$ cat config.mk
export PLATFORM = sky130hd
export DESIGN_NAME = uart_controller
export DESIGN_NICKNAME = d
export VERILOG_FILES = /design/src/design/uart_pkg.sv /design/src/design/uart_baud_gen.sv /design/src/design/uart_controller.sv /design/src/design/uart_fifo.sv /design/src/design/uart_regs.sv /design/src/design/uart_rx.sv /design/src/design/uart_tx.sv
export SDC_FILE = /design/constraint.sdc
export NUM_CORES = 1
export LEC_CHECK = 0
export BUFFER_PORTS_ARGS = -buffer_cell sky130_fd_sc_hd__buf_2
export CORE_MARGIN = 4
export CORE_UTILIZATION = 55
export CTS_CLUSTER_DIAMETER = 100
export CTS_CLUSTER_SIZE = 24
export DETAILED_ROUTE_END_ITERATION = 8
export PLACE_DENSITY_LB_ADDON = 0.1
export SETUP_SLACK_MARGIN = 0.2
export SYNTH_ARGS = -nofsm -noshare
export SYNTH_HDL_FRONTEND = slang
export SYNTH_HIERARCHICAL = 1
export SYNTH_SLANG_ARGS = --single-unit
$ cat constraint.sdc
create_clock -name clk -period 4.65 [get_ports clk]
set_input_delay 0.6975 -clock clk [delete_from_list [all_inputs] [get_ports clk]]
set_output_delay 0.6975 -clock clk [all_outputs]
set_load 0.005 [all_outputs]
$ cat src/design/uart_pkg.sv
`default_nettype none

package uart_pkg;

    //////////////////////////////////////////////////////////////////////
    // host register map
    //////////////////////////////////////////////////////////////////////

    localparam logic [1:0] ADDR_DATA   = 2'd0;
    localparam logic [1:0] ADDR_STATUS = 2'd1;
    localparam logic [1:0] ADDR_BAUD   = 2'd2;

    // bit positions in the status word, upper bits read zero
    localparam int STAT_RX_AVAIL  = 0;
    localparam int STAT_TX_FULL   = 1;
    localparam int STAT_TX_IDLE   = 2;
    localparam int STAT_OVERRUN   = 3;
    localparam int STAT_FRAME_ERR = 4;

    //////////////////////////////////////////////////////////////////////
    // fifo and baud
    //////////////////////////////////////////////////////////////////////

    localparam int FIFO_AW = 4;
    // count is one bit wider than the pointers
    localparam logic [FIFO_AW:0] FIFO_DEPTH = 5'd16;

    // divisor after reset, tick every div+1 clocks
    localparam logic [7:0] BAUD_DIV_RESET = 8'd3;

    // ticks per serial bit
    localparam int OVERSAMPLE = 16;
    // eighth tick of the start bit, middle of the bit
    localparam logic [3:0] OVS_MID  = 4'(OVERSAMPLE / 2 - 1);
    // last tick of a full bit
    localparam logic [3:0] OVS_LAST = 4'(OVERSAMPLE - 1);

    // receiver states
    localparam logic [1:0] RX_IDLE  = 2'd0;
    localparam logic [1:0] RX_START = 2'd1;
    localparam logic [1:0] RX_DATA  = 2'd2;
    localparam logic [1:0] RX_STOP  = 2'd3;

endpackage

`default_nettype wire

$ cat src/design/uart_baud_gen.sv
`timescale 1ns/1ps
`default_nettype none

module uart_baud_gen (
    input  wire logic       clk,
    input  wire logic       rst_n,
    input  wire logic [7:0] baud_div,
    output logic            tick
);

    // counts down to zero, then reloads
    logic [7:0] cnt;

    //////////////////////////////////////////////////////////////////////
    // divisor counter
    //////////////////////////////////////////////////////////////////////

    always_ff @(posedge clk) begin
        if (!rst_n) begin
            cnt  <= uart_pkg::BAUD_DIV_RESET;
            tick <= 1'b0;
        end else begin
            if (cnt == 8'd0) begin
                // reload point, one pulse per baud_div+1 clocks
                cnt  <= baud_div;
                tick <= 1'b1;
            end else begin
                cnt  <= cnt - 8'd1;
                tick <= 1'b0;
            end
        end
    end

    // a new divisor only takes effect at the next reload,
    // so a running period is never cut short

endmodule

`default_nettype wire

$ cat src/design/uart_controller.sv
`timescale 1ns/1ps
`default_nettype none

module uart_controller (
    input  wire logic       clk,
    input  wire logic       rst_n,
    input  wire logic       wr_en,
    input  wire logic       rd_en,
    input  wire logic [1:0] addr,
    input  wire logic [7:0] wdata,
    output logic [7:0]      rdata,
    input  wire logic       rx,
    output logic            tx
);

    logic [7:0] baud_div;
    logic       tick;

    // receive path
    logic       rx_valid;
    logic [7:0] rx_byte;
    logic       rx_frame_err;
    logic       rx_push;
    logic [7:0] rx_push_data;
    logic       rx_pop;
    logic [7:0] rx_fifo_head;
    logic       rx_fifo_empty;
    logic       rx_fifo_full;

    // transmit path
    logic       tx_push;
    logic [7:0] tx_push_data;
    logic [7:0] tx_fifo_head;
    logic       tx_fifo_empty;
    logic       tx_fifo_full;
    logic       tx_start;
    logic       tx_busy;

    //////////////////////////////////////////////////////////////////////
    // host side
    //////////////////////////////////////////////////////////////////////

    uart_regs regs0 (
        .clk(clk), .rst_n(rst_n), .wr_en(wr_en), .rd_en(rd_en),
        .addr(addr), .wdata(wdata), .rx_valid(rx_valid), .rx_byte(rx_byte),
        .rx_frame_err(rx_frame_err), .rx_fifo_empty(rx_fifo_empty),
        .rx_fifo_full(rx_fifo_full), .rx_fifo_head(rx_fifo_head),
        .tx_fifo_full(tx_fifo_full), .tx_fifo_empty(tx_fifo_empty),
        .tx_busy(tx_busy), .rdata(rdata), .baud_div(baud_div),
        .rx_push(rx_push), .rx_push_data(rx_push_data), .rx_pop(rx_pop),
        .tx_push(tx_push), .tx_push_data(tx_push_data)
    );

    uart_baud_gen baud0 (.clk(clk), .rst_n(rst_n), .baud_div(baud_div), .tick(tick));

    uart_fifo rx_fifo0 (
        .clk(clk), .rst_n(rst_n), .push(rx_push), .push_data(rx_push_data),
        .pop(rx_pop), .head(rx_fifo_head), .empty(rx_fifo_empty), .full(rx_fifo_full)
    );

    uart_fifo tx_fifo0 (
        .clk(clk), .rst_n(rst_n), .push(tx_push), .push_data(tx_push_data),
        .pop(tx_start), .head(tx_fifo_head), .empty(tx_fifo_empty), .full(tx_fifo_full)
    );

    // pop and load in the same cycle
    assign tx_start = !tx_fifo_empty && !tx_busy;

    uart_rx rx0 (
        .clk(clk), .rst_n(rst_n), .rx(rx), .tick(tick),
        .rx_valid(rx_valid), .rx_byte(rx_byte), .rx_frame_err(rx_frame_err)
    );

    uart_tx tx0 (
        .clk(clk), .rst_n(rst_n), .tick(tick), .tx_start(tx_start),
        .tx_data(tx_fifo_head), .tx(tx), .tx_busy(tx_busy)
    );

endmodule

`default_nettype wire

$ cat src/design/uart_fifo.sv
`timescale 1ns/1ps
`default_nettype none

module uart_fifo (
    input  wire logic       clk,
    input  wire logic       rst_n,
    input  wire logic       push,
    input  wire logic [7:0] push_data,
    input  wire logic       pop,
    output logic [7:0]      head,
    output logic            empty,
    output logic            full
);

    logic [7:0]                 mem [0:uart_pkg::FIFO_DEPTH-1];
    // pointers wrap on their own, depth is a power of two
    logic [uart_pkg::FIFO_AW-1:0] wr_ptr;
    logic [uart_pkg::FIFO_AW-1:0] rd_ptr;
    logic [uart_pkg::FIFO_AW:0]   count;

    //////////////////////////////////////////////////////////////////////
    // pointers and occupancy
    //////////////////////////////////////////////////////////////////////

    always_ff @(posedge clk) begin
        if (!rst_n) begin
            wr_ptr <= '0;
            rd_ptr <= '0;
            count  <= '0;
        end else begin
            if (push) begin
                wr_ptr <= wr_ptr + 1'b1;
            end
            if (pop) begin
                rd_ptr <= rd_ptr + 1'b1;
            end
            // both at once leaves the count alone
            case ({push, pop})
                2'b10:   count <= count + 1'b1;
                2'b01:   count <= count - 1'b1;
                default: count <= count;
            endcase
        end
    end

    // storage
    always_ff @(posedge clk) begin
        if (push) begin
            mem[wr_ptr] <= push_data;
        end
    end

    // first word falls through
    assign head  = mem[rd_ptr];
    assign empty = (count == '0);
    assign full  = (count == uart_pkg::FIFO_DEPTH);

    // the register block gates both strobes
    assert property (@(posedge clk) disable iff (!rst_n) !(push && full))
        else $error("fifo push while full");
    assert property (@(posedge clk) disable iff (!rst_n) !(pop && empty))
        else $error("fifo pop while empty");

endmodule

`default_nettype wire

$ cat src/design/uart_regs.sv
`timescale 1ns/1ps
`default_nettype none

module uart_regs (
    input  wire logic       clk,
    input  wire logic       rst_n,
    input  wire logic       wr_en,
    input  wire logic       rd_en,
    input  wire logic [1:0] addr,
    input  wire logic [7:0] wdata,
    input  wire logic       rx_valid,
    input  wire logic [7:0] rx_byte,
    input  wire logic       rx_frame_err,
    input  wire logic       rx_fifo_empty,
    input  wire logic       rx_fifo_full,
    input  wire logic [7:0] rx_fifo_head,
    input  wire logic       tx_fifo_full,
    input  wire logic       tx_fifo_empty,
    input  wire logic       tx_busy,
    output logic [7:0]      rdata,
    output logic [7:0]      baud_div,
    output logic            rx_push,
    output logic [7:0]      rx_push_data,
    output logic            rx_pop,
    output logic            tx_push,
    output logic [7:0]      tx_push_data
);

    logic       overrun;
    logic       frame_err;
    logic       stat_rd;
    logic [7:0] status;

    //////////////////////////////////////////////////////////////////////
    // strobe decode, full and empty gating
    //////////////////////////////////////////////////////////////////////

    // dropped when full
    assign tx_push      = wr_en && (addr == uart_pkg::ADDR_DATA) && !tx_fifo_full;
    assign tx_push_data = wdata;
    // empty read pops nothing
    assign rx_pop       = rd_en && (addr == uart_pkg::ADDR_DATA) && !rx_fifo_empty;
    // receiver has no stall, byte lost when full
    assign rx_push      = rx_valid && !rx_fifo_full;
    assign rx_push_data = rx_byte;
    assign stat_rd      = rd_en && (addr == uart_pkg::ADDR_STATUS);

    always_comb begin
        status                           = 8'h00;
        status[uart_pkg::STAT_RX_AVAIL]  = !rx_fifo_empty;
        status[uart_pkg::STAT_TX_FULL]   = tx_fifo_full;
        status[uart_pkg::STAT_TX_IDLE]   = tx_fifo_empty && !tx_busy;
        status[uart_pkg::STAT_OVERRUN]   = overrun;
        status[uart_pkg::STAT_FRAME_ERR] = frame_err;
    end

    // sticky flags, a new event beats the read clear
    always_ff @(posedge clk) begin
        if (!rst_n) begin
            overrun   <= 1'b0;
            frame_err <= 1'b0;
            baud_div  <= uart_pkg::BAUD_DIV_RESET;
        end else begin
            overrun   <= (rx_valid && rx_fifo_full) || (overrun && !stat_rd);
            frame_err <= rx_frame_err || (frame_err && !stat_rd);
            if (wr_en && addr == uart_pkg::ADDR_BAUD) begin
                baud_div <= wdata;
            end
        end
    end

    // read data, held until the next read
    always_ff @(posedge clk) begin
        if (!rst_n) begin
            rdata <= 8'h00;
        end else if (rd_en) begin
            case (addr)
                uart_pkg::ADDR_DATA:   rdata <= rx_fifo_empty ? 8'h00 : rx_fifo_head;
                uart_pkg::ADDR_STATUS: rdata <= status;
                uart_pkg::ADDR_BAUD:   rdata <= baud_div;
                default:               rdata <= 8'h00;
            endcase
        end
    end

    assert property (@(posedge clk) disable iff (!rst_n) !(wr_en && rd_en))
        else $error("host wr_en and rd_en together");

endmodule

`default_nettype wire

$ cat src/design/uart_rx.sv
`timescale 1ns/1ps
`default_nettype none

module uart_rx (
    input  wire logic       clk,
    input  wire logic       rst_n,
    input  wire logic       rx,
    input  wire logic       tick,
    output logic            rx_valid,
    output logic [7:0]      rx_byte,
    output logic            rx_frame_err
);

    // two-flop synchronizer plus previous sample for edge detect
    logic       rx_meta;
    logic       rx_sync;
    logic       rx_prev;

    logic [1:0] state;
    logic [3:0] tick_cnt;
    logic [2:0] bit_cnt;
    logic [7:0] shift;

    always_ff @(posedge clk) begin
        if (!rst_n) begin
            // line idles high
            rx_meta <= 1'b1;
            rx_sync <= 1'b1;
            rx_prev <= 1'b1;
        end else begin
            rx_meta <= rx;
            rx_sync <= rx_meta;
            rx_prev <= rx_sync;
        end
    end

    //////////////////////////////////////////////////////////////////////
    // frame fsm
    //////////////////////////////////////////////////////////////////////

    always_ff @(posedge clk) begin
        if (!rst_n) begin
            state        <= uart_pkg::RX_IDLE;
            tick_cnt     <= 4'd0;
            bit_cnt      <= 3'd0;
            rx_valid     <= 1'b0;
            rx_frame_err <= 1'b0;
        end else begin
            // strobes
            rx_valid     <= 1'b0;
            rx_frame_err <= 1'b0;
            case (state)
                uart_pkg::RX_IDLE: begin
                    // falling edge only, a held-low line does not retrigger
                    if (rx_prev && !rx_sync) begin
                        state    <= uart_pkg::RX_START;
                        tick_cnt <= 4'd0;
                    end
                end
                uart_pkg::RX_START: begin
                    if (tick) begin
                        if (tick_cnt == uart_pkg::OVS_MID) begin
                            // glitch, back to idle with no report
                            tick_cnt <= 4'd0;
                            bit_cnt  <= 3'd0;
                            state    <= rx_sync ? uart_pkg::RX_IDLE : uart_pkg::RX_DATA;
                        end else begin
                            tick_cnt <= tick_cnt + 4'd1;
                        end
                    end
                end
                uart_pkg::RX_DATA: begin
                    if (tick) begin
                        if (tick_cnt == uart_pkg::OVS_LAST) begin
                            tick_cnt <= 4'd0;
                            bit_cnt  <= bit_cnt + 3'd1;
                            if (bit_cnt == 3'd7) begin
                                state <= uart_pkg::RX_STOP;
                            end
                        end else begin
                            tick_cnt <= tick_cnt + 4'd1;
                        end
                    end
                end
                default: begin
                    // stop bit, judged at its middle
                    if (tick) begin
                        if (tick_cnt == uart_pkg::OVS_LAST) begin
                            rx_valid     <= rx_sync;
                            rx_frame_err <= !rx_sync;
                            state        <= uart_pkg::RX_IDLE;
                        end else begin
                            tick_cnt <= tick_cnt + 4'd1;
                        end
                    end
                end
            endcase
        end
    end

    // data bits enter at the top, lsb first on the line
    always_ff @(posedge clk) begin
        if (state == uart_pkg::RX_DATA && tick && tick_cnt == uart_pkg::OVS_LAST) begin
            shift <= {rx_sync, shift[7:1]};
        end
    end

    assign rx_byte = shift;

    assert property (@(posedge clk) disable iff (!rst_n)
        !(rx_valid && rx_frame_err))
        else $error("rx_valid and rx_frame_err together");

endmodule

`default_nettype wire

$ cat src/design/uart_tx.sv
`timescale 1ns/1ps
`default_nettype none

module uart_tx (
    input  wire logic       clk,
    input  wire logic       rst_n,
    input  wire logic       tick,
    input  wire logic       tx_start,
    input  wire logic [7:0] tx_data,
    output logic            tx,
    output logic            tx_busy
);

    // bit 0 is on the line, ones shift in behind
    logic [9:0] frame;
    logic [3:0] tick_cnt;
    // 0 start, 1..8 data, 9 stop
    logic [3:0] bit_cnt;

    //////////////////////////////////////////////////////////////////////
    // frame shifter
    //////////////////////////////////////////////////////////////////////

    always_ff @(posedge clk) begin
        if (!rst_n) begin
            // all ones keeps the line idle high
            frame    <= '1;
            tx_busy  <= 1'b0;
            tick_cnt <= 4'd0;
            bit_cnt  <= 4'd0;
        end else if (tx_start && !tx_busy) begin
            // stop, data, start
            frame    <= {1'b1, tx_data, 1'b0};
            tx_busy  <= 1'b1;
            tick_cnt <= 4'd0;
            bit_cnt  <= 4'd0;
        end else if (tx_busy && tick) begin
            if (tick_cnt == uart_pkg::OVS_LAST) begin
                tick_cnt <= 4'd0;
                frame    <= {1'b1, frame[9:1]};
                bit_cnt  <= bit_cnt + 4'd1;
                // end of stop bit, free for the next byte
                if (bit_cnt == 4'd9) begin
                    tx_busy <= 1'b0;
                end
            end else begin
                tick_cnt <= tick_cnt + 4'd1;
            end
        end
    end

    // after ten shifts the register is all ones again
    assign tx = frame[0];

    // start gating lives in the top level
    assert property (@(posedge clk) disable iff (!rst_n)
        !(tx_start && tx_busy))
        else $error("tx_start while transmitter busy");

endmodule

`default_nettype wire

==> results.rst, run 1 <==
.. list-table::
   :header-rows: 1

   * - Metric
     - Value
   * - Result of the run
     - finished clean
   * - Post-CTS Resized
     - 0
   * - Most prevalent standard cell on the critical path
     - sky130_fd_sc_hd__ha_1
   * - Worst r2r src
     - tx_fifo0/count[2]
   * - Hold slack
     - 0.389 ns
   * - Warnings, synthesis
     - 6
   * - Placement-stage worst setup slack
     - 1.17 ns
   * - Hpwl dp
     - 19.2 mm
   * - Max rail drop VDD
     - 0.286 mV
   * - Most crowded layer after global routing
     - met2
   * - Clk_lat worst skew
     - 0.51 ns
   * - Final worst clock skew
     - 0.00957 ns
   * - Worst setup slack for register-to-register paths
     - 1.35 ns
   * - Input/output buffers
     - 23
   * - Data arrival time at the worst-slack endpoint
     - 3.70 ns
   * - Grt ovf
     - 0
   * - HP Class
     - in2reg
   * - Wire length of the first global-routing pass
     - ~46 mm
   * - Number of DRC markers in iteration 0
     - approximately 590
   * - Met2 routing resource usage after global routing
     - 0.319
   * - Number of detailed-route iterations in the first pass
     - 5
   * - Worst-Margin Slew
     - roughly 1 ns
   * - Core utilization of the finished layout
     - 0.586
   * - Maximum Capacitance Violations
     - 0
   * - Final Setup Violations
     - 0
   * - Post-DP Area
     - 15200 um^2
   * - Net count after synthesis
     - a little over 1000
   * - Slowest stage cell, crit path
     - sky130_fd_sc_hd__or4b_1
   * - Post-CTS setup-driven buffer insertion count
     - 0
   * - CORE AREA
     - 26900 um^2
   * - Worst slew slack as a fraction of its limit
     - 0.317
   * - Placer Congestion
     - 0.800
   * - RSZ-0062 raised after global routing
     - no
   * - Slew Viols, Final
     - 0
   * - Initial antenna violation count
     - 1
   * - Fraction of final layout cells with drive strength greater than 1
     - 0.118
   * - Pin count of the biggest net entering global routing
     - 52
   * - Crit. Startpoint
     - tx_fifo0/count[2]
   * - Layout net count
     - 1010
   * - Fin area
     - roughly 16000 um^2
   * - Boundary pin count
     - 24
   * - Total power per unit cell area
     - approximately 410 nW/um^2
   * - Area growth from synthesis to layout
     - 4.76%
   * - Crit Path Max Fanout
     - 10
   * - Most frequent cells in the layout
     - sky130_fd_sc_hd__edfxtp_1, sky130_fd_sc_hd__dfxtp_1, sky130_fd_sc_hd__nand2_1
   * - Sink Count
     - 357
   * - Number of enable-type register cells in the synthesized netlist
     - 264
   * - Flip-flop and latch count after synthesis
     - approximately 360
   * - DRC violations left
     - 0
   * - CTS tree
     - yes
   * - Vias after detailed routing
     - between 7000 and 8000
   * - Number of global-route vias before repair
     - 7777
   * - Number of endpoints with negative hold slack in the final report
     - 0
   * - Die Outline Area
     - between 30000 and 40000 um^2
   * - Antenna diode instance count
     - 0
   * - Worst stage delay on the critical path
     - 0.51 ns
   * - Effective utilization at floorplan
     - 0.559
   * - Path depth of the worst reg2reg path
     - 12
   * - Asr flop ratio synth
     - 0
   * - Routed wire length per instance
     - 22.2 um
   * - Critical path capture point type
     - register
   * - Die span in x
     - between 150 and 200 um
   * - Met3 Usage GRT
     - 0.0264
   * - Count of cell types in the netlist
     - 77
   * - Global-route met1 utilization
     - 0.281
   * - Number of instances in the synthesized netlist
     - 984
   * - Cts-stage hold buffer count
     - 0
   * - Most frequently used flop master after synthesis
     - sky130_fd_sc_hd__edfxtp_1
   * - TritonCTS Buffers
     - 18
   * - Fraction of the yosys area taken by sequential cells
     - 0.652
   * - Leakage power of the design
     - 0.00511 uW
   * - Number of cell rows
     - 60
   * - Setup TNS
     - 0 ns
   * - Type of the setup path with the least slack
     - reg2reg
   * - Post-route minimum period
     - about 3.3 ns
   * - Global router's overall resource usage
     - 0.194
   * - Post-detailed-route via-to-cell ratio
     - around 6
   * - Cell at the root of the clock tree
     - sky130_fd_sc_hd__clkbuf_16
   * - Highest attainable clock frequency
     - around 300 MHz
   * - Period utilisation layout
     - 0.710
   * - Post-layout worst setup margin
     - 1.35 ns
   * - Series of cell instances along the critical path
     - nor4_1, and2_1, nor4b_1, buf_4, inv_2, ha_1, xor2_1, ha_1, a21o_1, o311ai_2, nor3_1, or4b_1
   * - Die extent in y
     - roughly 170 um
   * - Layout filler cell count
     - between 2000 and 2500
   * - Crit path launch type
     - register
   * - WL final
     - 29.3 mm
   * - Worst-case clock buffer depth
     - 3
   * - Commonest non-fill, non-tap cell in the layout
     - sky130_fd_sc_hd__edfxtp_1
   * - Endpoint of the lowest-slack register-to-register path
     - tx_fifo0/count[4]
   * - Syn_area_per_cell
     - between 15 and 20 um^2
   * - H-tree Lvls
     - 1
   * - Data required, critical path
     - 5.04 ns
   * - Timing endpoint of the critical path
     - tx_fifo0/count[4]
   * - Netlist Area Pre-Place
     - 15000 um^2
   * - Clock slew at the register clock pins of the worst setup and hold paths
     - 0.10 ns
   * - Final antenna-violating net count
     - 0
## layer usage
layer  share of wire  vias to the layer above
met5         0.00024                        -
met4           0.020                        2
met3           0.041                       39
met2            0.48                      148
met1            0.45                     4030
li1                -                     3771
## kinds of logic (layout without fill, tap and decap cells)
| family | Yosys count | after routing | synth area share |
|---|---|---|---|
| buffers and inverters | 80 | 77 | 0.0315 |
| xor gates and xnor gates | 23 | 23 | 0.0134 |
| DFF | 357 | 357 | 0.652 |
| muxes | 74 | 74 | 0.107 |
| and+or+nand+nor | 288 | 288 | 0.109 |
| AOI/OAI and AO/OA | 136 | 136 | 0.0663 |
| adders and majority gates | 26 | 26 | 0.0217 |
## registers in the layout (all words and copies together) (netlist names), 2 cells and up, named ones only
name / flops
rx_fifo0/mem: 128
regs0/rdata: 8
tx_fifo0/count: 5
rx_fifo0/wr_ptr: 4
tx_fifo0/mem: 128
regs0/baud_div: 8
tx_fifo0/wr_ptr: 4
tx0/bit_cnt: 4
rx_fifo0/rd_ptr: 4
tx0/tick_cnt: 4
tx_fifo0/rd_ptr: 4
rx0/rx_byte: 8
rx_fifo0/count: 5
baud0/cnt: 8
tx0/frame: 9
rx0/bit_cnt: 3
rx0/tick_cnt: 4
rx0/state: 2
## through the flow
step                cells  power (uW)
floorplan             984        4540
global placement     1290        4760
detailed placement   1290        4770
CTS                  1322        6480
global route         1322        6730
finish               1322        6430
## critical path, delay by kind of cell, from the launching register on
family / cells / cell delay [ns]
adder cells (fa/ha/maj): 2 / 0.52
XOR/XNOR: 1 / 0.19
AND/OR/NAND/NOR: 5 / 1.18
flip-flops: 1 / 0.49
AO/OA/AOI/OAI: 2 / 0.52
buffers and inverters: 2 / 0.28
## layout make-up
class	count	area, um^2	share of cell area
Multi-Input combinational cell	547	4760	0.302
Timing Repair Buffer	30	168	0.0107
Inverter	15	56.3	0.00358
Clock inverter	1	3.75	0.000239
Sequential cell	357	9790	0.622
Tap cell	341	427	0.0271
Clock buffer	31	531	0.0337
## worst min path at each step
stage               slack, ns              to  cells past startpoint            from
finish                   0.39     rx0/rx_meta                      2              rx
global route             0.37     rx0/rx_meta                      2              rx
CTS                      0.37     rx0/rx_meta                      2              rx
detailed placement       0.48    tx0/frame[0]                      2    tx0/frame[0]
global placement         0.47  tx0/bit_cnt[3]                      2  tx0/bit_cnt[3]
floorplan                0.39     rx0/rx_sync                      1     rx0/rx_meta
## synthesized netlist by cell type (6+ instances only)
master                     instances  area, um^2
sky130_fd_sc_hd__ha_1             26         325
sky130_fd_sc_hd__nor3_1           23         115
sky130_fd_sc_hd__nand2_1          54         203
sky130_fd_sc_hd__buf_4            21         158
sky130_fd_sc_hd__edfxtp_1        264        7930
sky130_fd_sc_hd__nand4_1           9        56.3
sky130_fd_sc_hd__nor3b_1           6        45.0
sky130_fd_sc_hd__xor2_1           11        96.3
sky130_fd_sc_hd__a21oi_1          16        80.1
sky130_fd_sc_hd__mux4_1           16         420
sky130_fd_sc_hd__o211ai_1          7        52.6
sky130_fd_sc_hd__o21ai_0          15        75.1
sky130_fd_sc_hd__nand3_1          25         125
sky130_fd_sc_hd__mux2i_1          10         100
sky130_fd_sc_hd__a31oi_1           6        37.5
sky130_fd_sc_hd__a22oi_1          40         300
sky130_fd_sc_hd__a21boi_1          8        60.1
sky130_fd_sc_hd__nand2b_1         15        93.8
sky130_fd_sc_hd__or3_1             7        43.8
sky130_fd_sc_hd__and3_1            7        43.8
sky130_fd_sc_hd__nor4_1            9        56.3
sky130_fd_sc_hd__a211oi_1         14         105
sky130_fd_sc_hd__xnor2_1          12         105
sky130_fd_sc_hd__and2_1           48         300
sky130_fd_sc_hd__buf_6             8        90.1
sky130_fd_sc_hd__nor2b_1          19         119
sky130_fd_sc_hd__buf_2            12        60.1
sky130_fd_sc_hd__mux4_2           48        1080
sky130_fd_sc_hd__clkbuf_1         15        56.3
sky130_fd_sc_hd__nor2_1           35         131
sky130_fd_sc_hd__dfxtp_1          93        1860
sky130_fd_sc_hd__inv_1            13        48.8
## where the power goes
| group | switching [uW] | internal, uW | total, uW |
|---|---|---|---|
| registers | 125 | 3500 | 3630 |
| clock network | 940 | 787 | 1730 |
| logic | 584 | 489 | 1070 |
No activity file was read; power rests on OpenSTA's default activity.
==> run 2, diff against run 1 <==
- clock period: 4.65 -> 3.1 ns (I/O delays scaled with it)
==> run 2 against run 1 <==
  * Combinational power up 59%
  * Die area did not move
  * Largest power group unchanged
  * Largest cell class unchanged
  * Register-to-register slack lost 1.0 ns
  * Flip-flop and latch count unchanged
  * Highest routed layer is now met4
==> results.rst, run 2 (synthesis results as in run 1) <==
.. list-table::
   :header-rows: 1

   * - Metric
     - Value
   * - Result of the run
     - finished clean
   * - Series of cell instances along the critical path
     - nor4_2, and2_1, nor4b_4, inv_2, ha_2, ha_1, or3b_1, o311ai_2, nor3_1, or4b_1
   * - Initial antenna violation count
     - 0 (-1)
   * - Family with the most delay on the worst path
     - simple AND/OR/NAND/NOR gates
   * - Highest attainable clock frequency
     - 364 MHz (+20%)
   * - Post-CTS setup-driven buffer insertion count
     - 0 (unchanged)
   * - Data arrival time at the worst-slack endpoint
     - 3.14 ns (-0.56 ns)
   * - Die extent in y
     - 173 um (unchanged)
   * - Crit Path Max Fanout
     - 9 (-1)
   * - Input/output buffers
     - 23 (unchanged)
   * - Cts-stage hold buffer count
     - 0 (unchanged)
   * - Boundary pin count
     - 24 (unchanged)
   * - Leakage power of the design
     - 0.00519 uW (+1.5%)
   * - Grt ovf
     - 0 (unchanged)
   * - Fin cells
     - 1333 (+0.83%)
   * - Slowest stage cell, crit path
     - sky130_fd_sc_hd__or4b_1
   * - Layout net count
     - 1021 (+1.1%)
   * - Final antenna-violating net count
     - 0 (unchanged)
   * - Hpwl dp
     - 18.7 mm (-2.8%)
   * - Global router's overall resource usage
     - 0.189 (-0.00490)
   * - Placed instance count
     - 1301 (+0.85%)
   * - HP Class
     - in2reg
   * - Worst-Margin Slew
     - 0.883 ns (-0.140 ns)
   * - Crit path launch type
     - register
   * - Setup TNS
     - 0 ns (unchanged)
   * - Critical path capture point type
     - register
   * - Placer Congestion
     - 0.790 (-1.3%)
   * - Vias after detailed routing
     - 7959 (-0.39%)
   * - Data required, critical path
     - 3.49 ns (-1.55 ns)
   * - Most frequent cells in the layout
     - sky130_fd_sc_hd__edfxtp_1, sky130_fd_sc_hd__dfxtp_1, sky130_fd_sc_hd__nand2_1
   * - Post-route minimum period
     - 2.75 ns (-0.552 ns)
   * - Clock slew at the register clock pins of the worst setup and hold paths
     - 0.10 ns (about the same)
   * - Number of cell rows
     - 60 (unchanged)
   * - Die Outline Area
     - 30000 um^2 (unchanged)
   * - Wire length of the first global-routing pass
     - 44.9 mm (-2.0%)
   * - Number of DRC markers in iteration 0
     - 558 (-5.1%)
   * - Fraction of final layout cells with drive strength greater than 1
     - 0.137 (+0.0189)
   * - Slew Viols, Final
     - 0 (unchanged)
   * - Max rail drop VDD
     - 0.388 mV (+36%)
   * - Number of detailed-route iterations in the first pass
     - 4 (-1)
   * - Number of endpoints with negative hold slack in the final report
     - 0 (unchanged)
   * - Antenna diode instance count
     - 0 (unchanged)
   * - Sink Count
     - 357 (unchanged)
   * - Post-detailed-route via-to-cell ratio
     - 5.97 (-1.2%)
   * - Area growth from synthesis to layout
     - 5.76%
   * - Registers with the most flip-flops
     - rx_fifo0/mem x128, tx_fifo0/mem x128, tx0/frame x9
   * - Buffer and inverter count on the worst path
     - 1 (-1)
   * - RSZ-0062 raised after global routing
     - no
   * - Number of global-route vias before repair
     - 7735 (-0.54%)
   * - Clk_lat worst skew
     - 0.51 ns (about the same)
   * - Pin count of the biggest net entering global routing
     - 37 (-29%)
   * - Final Setup Violations
     - 0 (unchanged)
   * - DRC violations left
     - 0 (unchanged)
   * - TritonCTS Buffers
     - 18 (unchanged)
   * - Final worst clock skew
     - 0.0178 ns (+0.00825 ns)
   * - Effective utilization at floorplan
     - 0.559 (unchanged)
   * - Hold slack
     - 0.143 ns (-0.246 ns)
   * - Worst stage delay on the critical path
     - 0.51 ns (about the same)
   * - H-tree Lvls
     - 1 (unchanged)
   * - Commonest non-fill, non-tap cell in the layout
     - sky130_fd_sc_hd__edfxtp_1
   * - Total power per unit cell area
     - 609 nW/um^2 (+49%)
   * - Die span in x
     - 173 um (unchanged)
   * - CTS tree
     - yes
   * - Maximum Capacitance Violations
     - 0 (unchanged)
   * - Period utilisation layout
     - 0.887 (+0.177)
   * - Cell at the root of the clock tree
     - sky130_fd_sc_hd__clkbuf_16
   * - WL final
     - 28.6 mm (-2.2%)
   * - Routed wire length per instance
     - 21.5 um (-3.0%)
   * - Type of the setup path with the least slack
     - reg2reg
   * - Worst slew slack as a fraction of its limit
     - 0.410 (+0.0934)
   * - CORE AREA
     - 26900 um^2 (unchanged)
   * - Worst-case clock buffer depth
     - 3 (unchanged)
run 2: cell count changes in the layout (fill, tap and decap cells not counted), sizes merged:
cell,before,now
bufinv,0,1
clkbuf,31,30
buf,30,41
run 2: timing repair:
action,CTS,global route
gates resized for setup,1,7
endpoints found under the setup margin,1,3
hold endpoints to repair,0,0
pin swaps,0,0
run 2: layout make-up:
class | count | area (um^2)
inverter | 15 | 56.3
fill | 2081 | 11000
multi-input combinational | 547 | 4790
clock buffer | 30 | 517
timing repair buffer | 41 | 275
sequential | 357 | 9800
clock inverter | 2 | 21.3
tap | 341 | 427
run 2: worst paths after layout:
| path | from | to | slack, ns | cells after the start |
|---|---|---|---|---|
| worst max-delay path | tx_fifo0/count[2] | tx_fifo0/count[4] | 0.35 | 10 |
| worst min-delay path | rx | rx0/rx_meta | 0.14 | 2 |
| worst max register to register | tx_fifo0/count[2] | tx_fifo0/count[4] | 0.35 | 10 |
| worst min register to register | rx0/rx_meta | rx0/rx_sync | 0.41 | 1 |
run 2: worst register-to-register path, stage by stage (launching register included):
cell	delay, ns
sky130_fd_sc_hd__dfxtp_4	0.41
sky130_fd_sc_hd__nor4_2	0.06
sky130_fd_sc_hd__and2_1	0.19
sky130_fd_sc_hd__nor4b_4	0.26
sky130_fd_sc_hd__inv_2	0.10
sky130_fd_sc_hd__ha_2	0.23
sky130_fd_sc_hd__ha_1	0.32
sky130_fd_sc_hd__or3b_1	0.38
sky130_fd_sc_hd__o311ai_2	0.11
sky130_fd_sc_hd__nor3_1	0.07
sky130_fd_sc_hd__or4b_1	0.51
run 2: power by group:
| part | internal [uW] | leakage [uW] | switching [uW] |
|---|---|---|---|
| logic | 786 | 0.00179 | 912 |
| registers | 5250 | 0.00313 | 143 |
| clock network | 1200 | 0.000264 | 1380 |
| total | 7240 | 0.00519 | 2430 |
run 2: per-layer routing:
layer / GRT usage / wire [um] / up-vias
li1: - / - / 3783
met1: 0.266 / 12600 / 4004
met2: 0.317 / 14300 / 128
met3: 0.0214 / 834 / 44
met4: 0.0519 / 869 / 0
met5: 0 / 0 / -
run 2: through the flow:
stage	power (uW)	utilization	setup WS (ns)	area (um^2)
CTS	9770	0.590	0.221	15900
finish	9670	0.591	0.351	15900
floorplan	6810	-	0.219	15000
global route	10200	0.591	0.253	15900
global placement	7180	0.570	0.238	15300
detailed placement	7200	0.570	0.170	15300
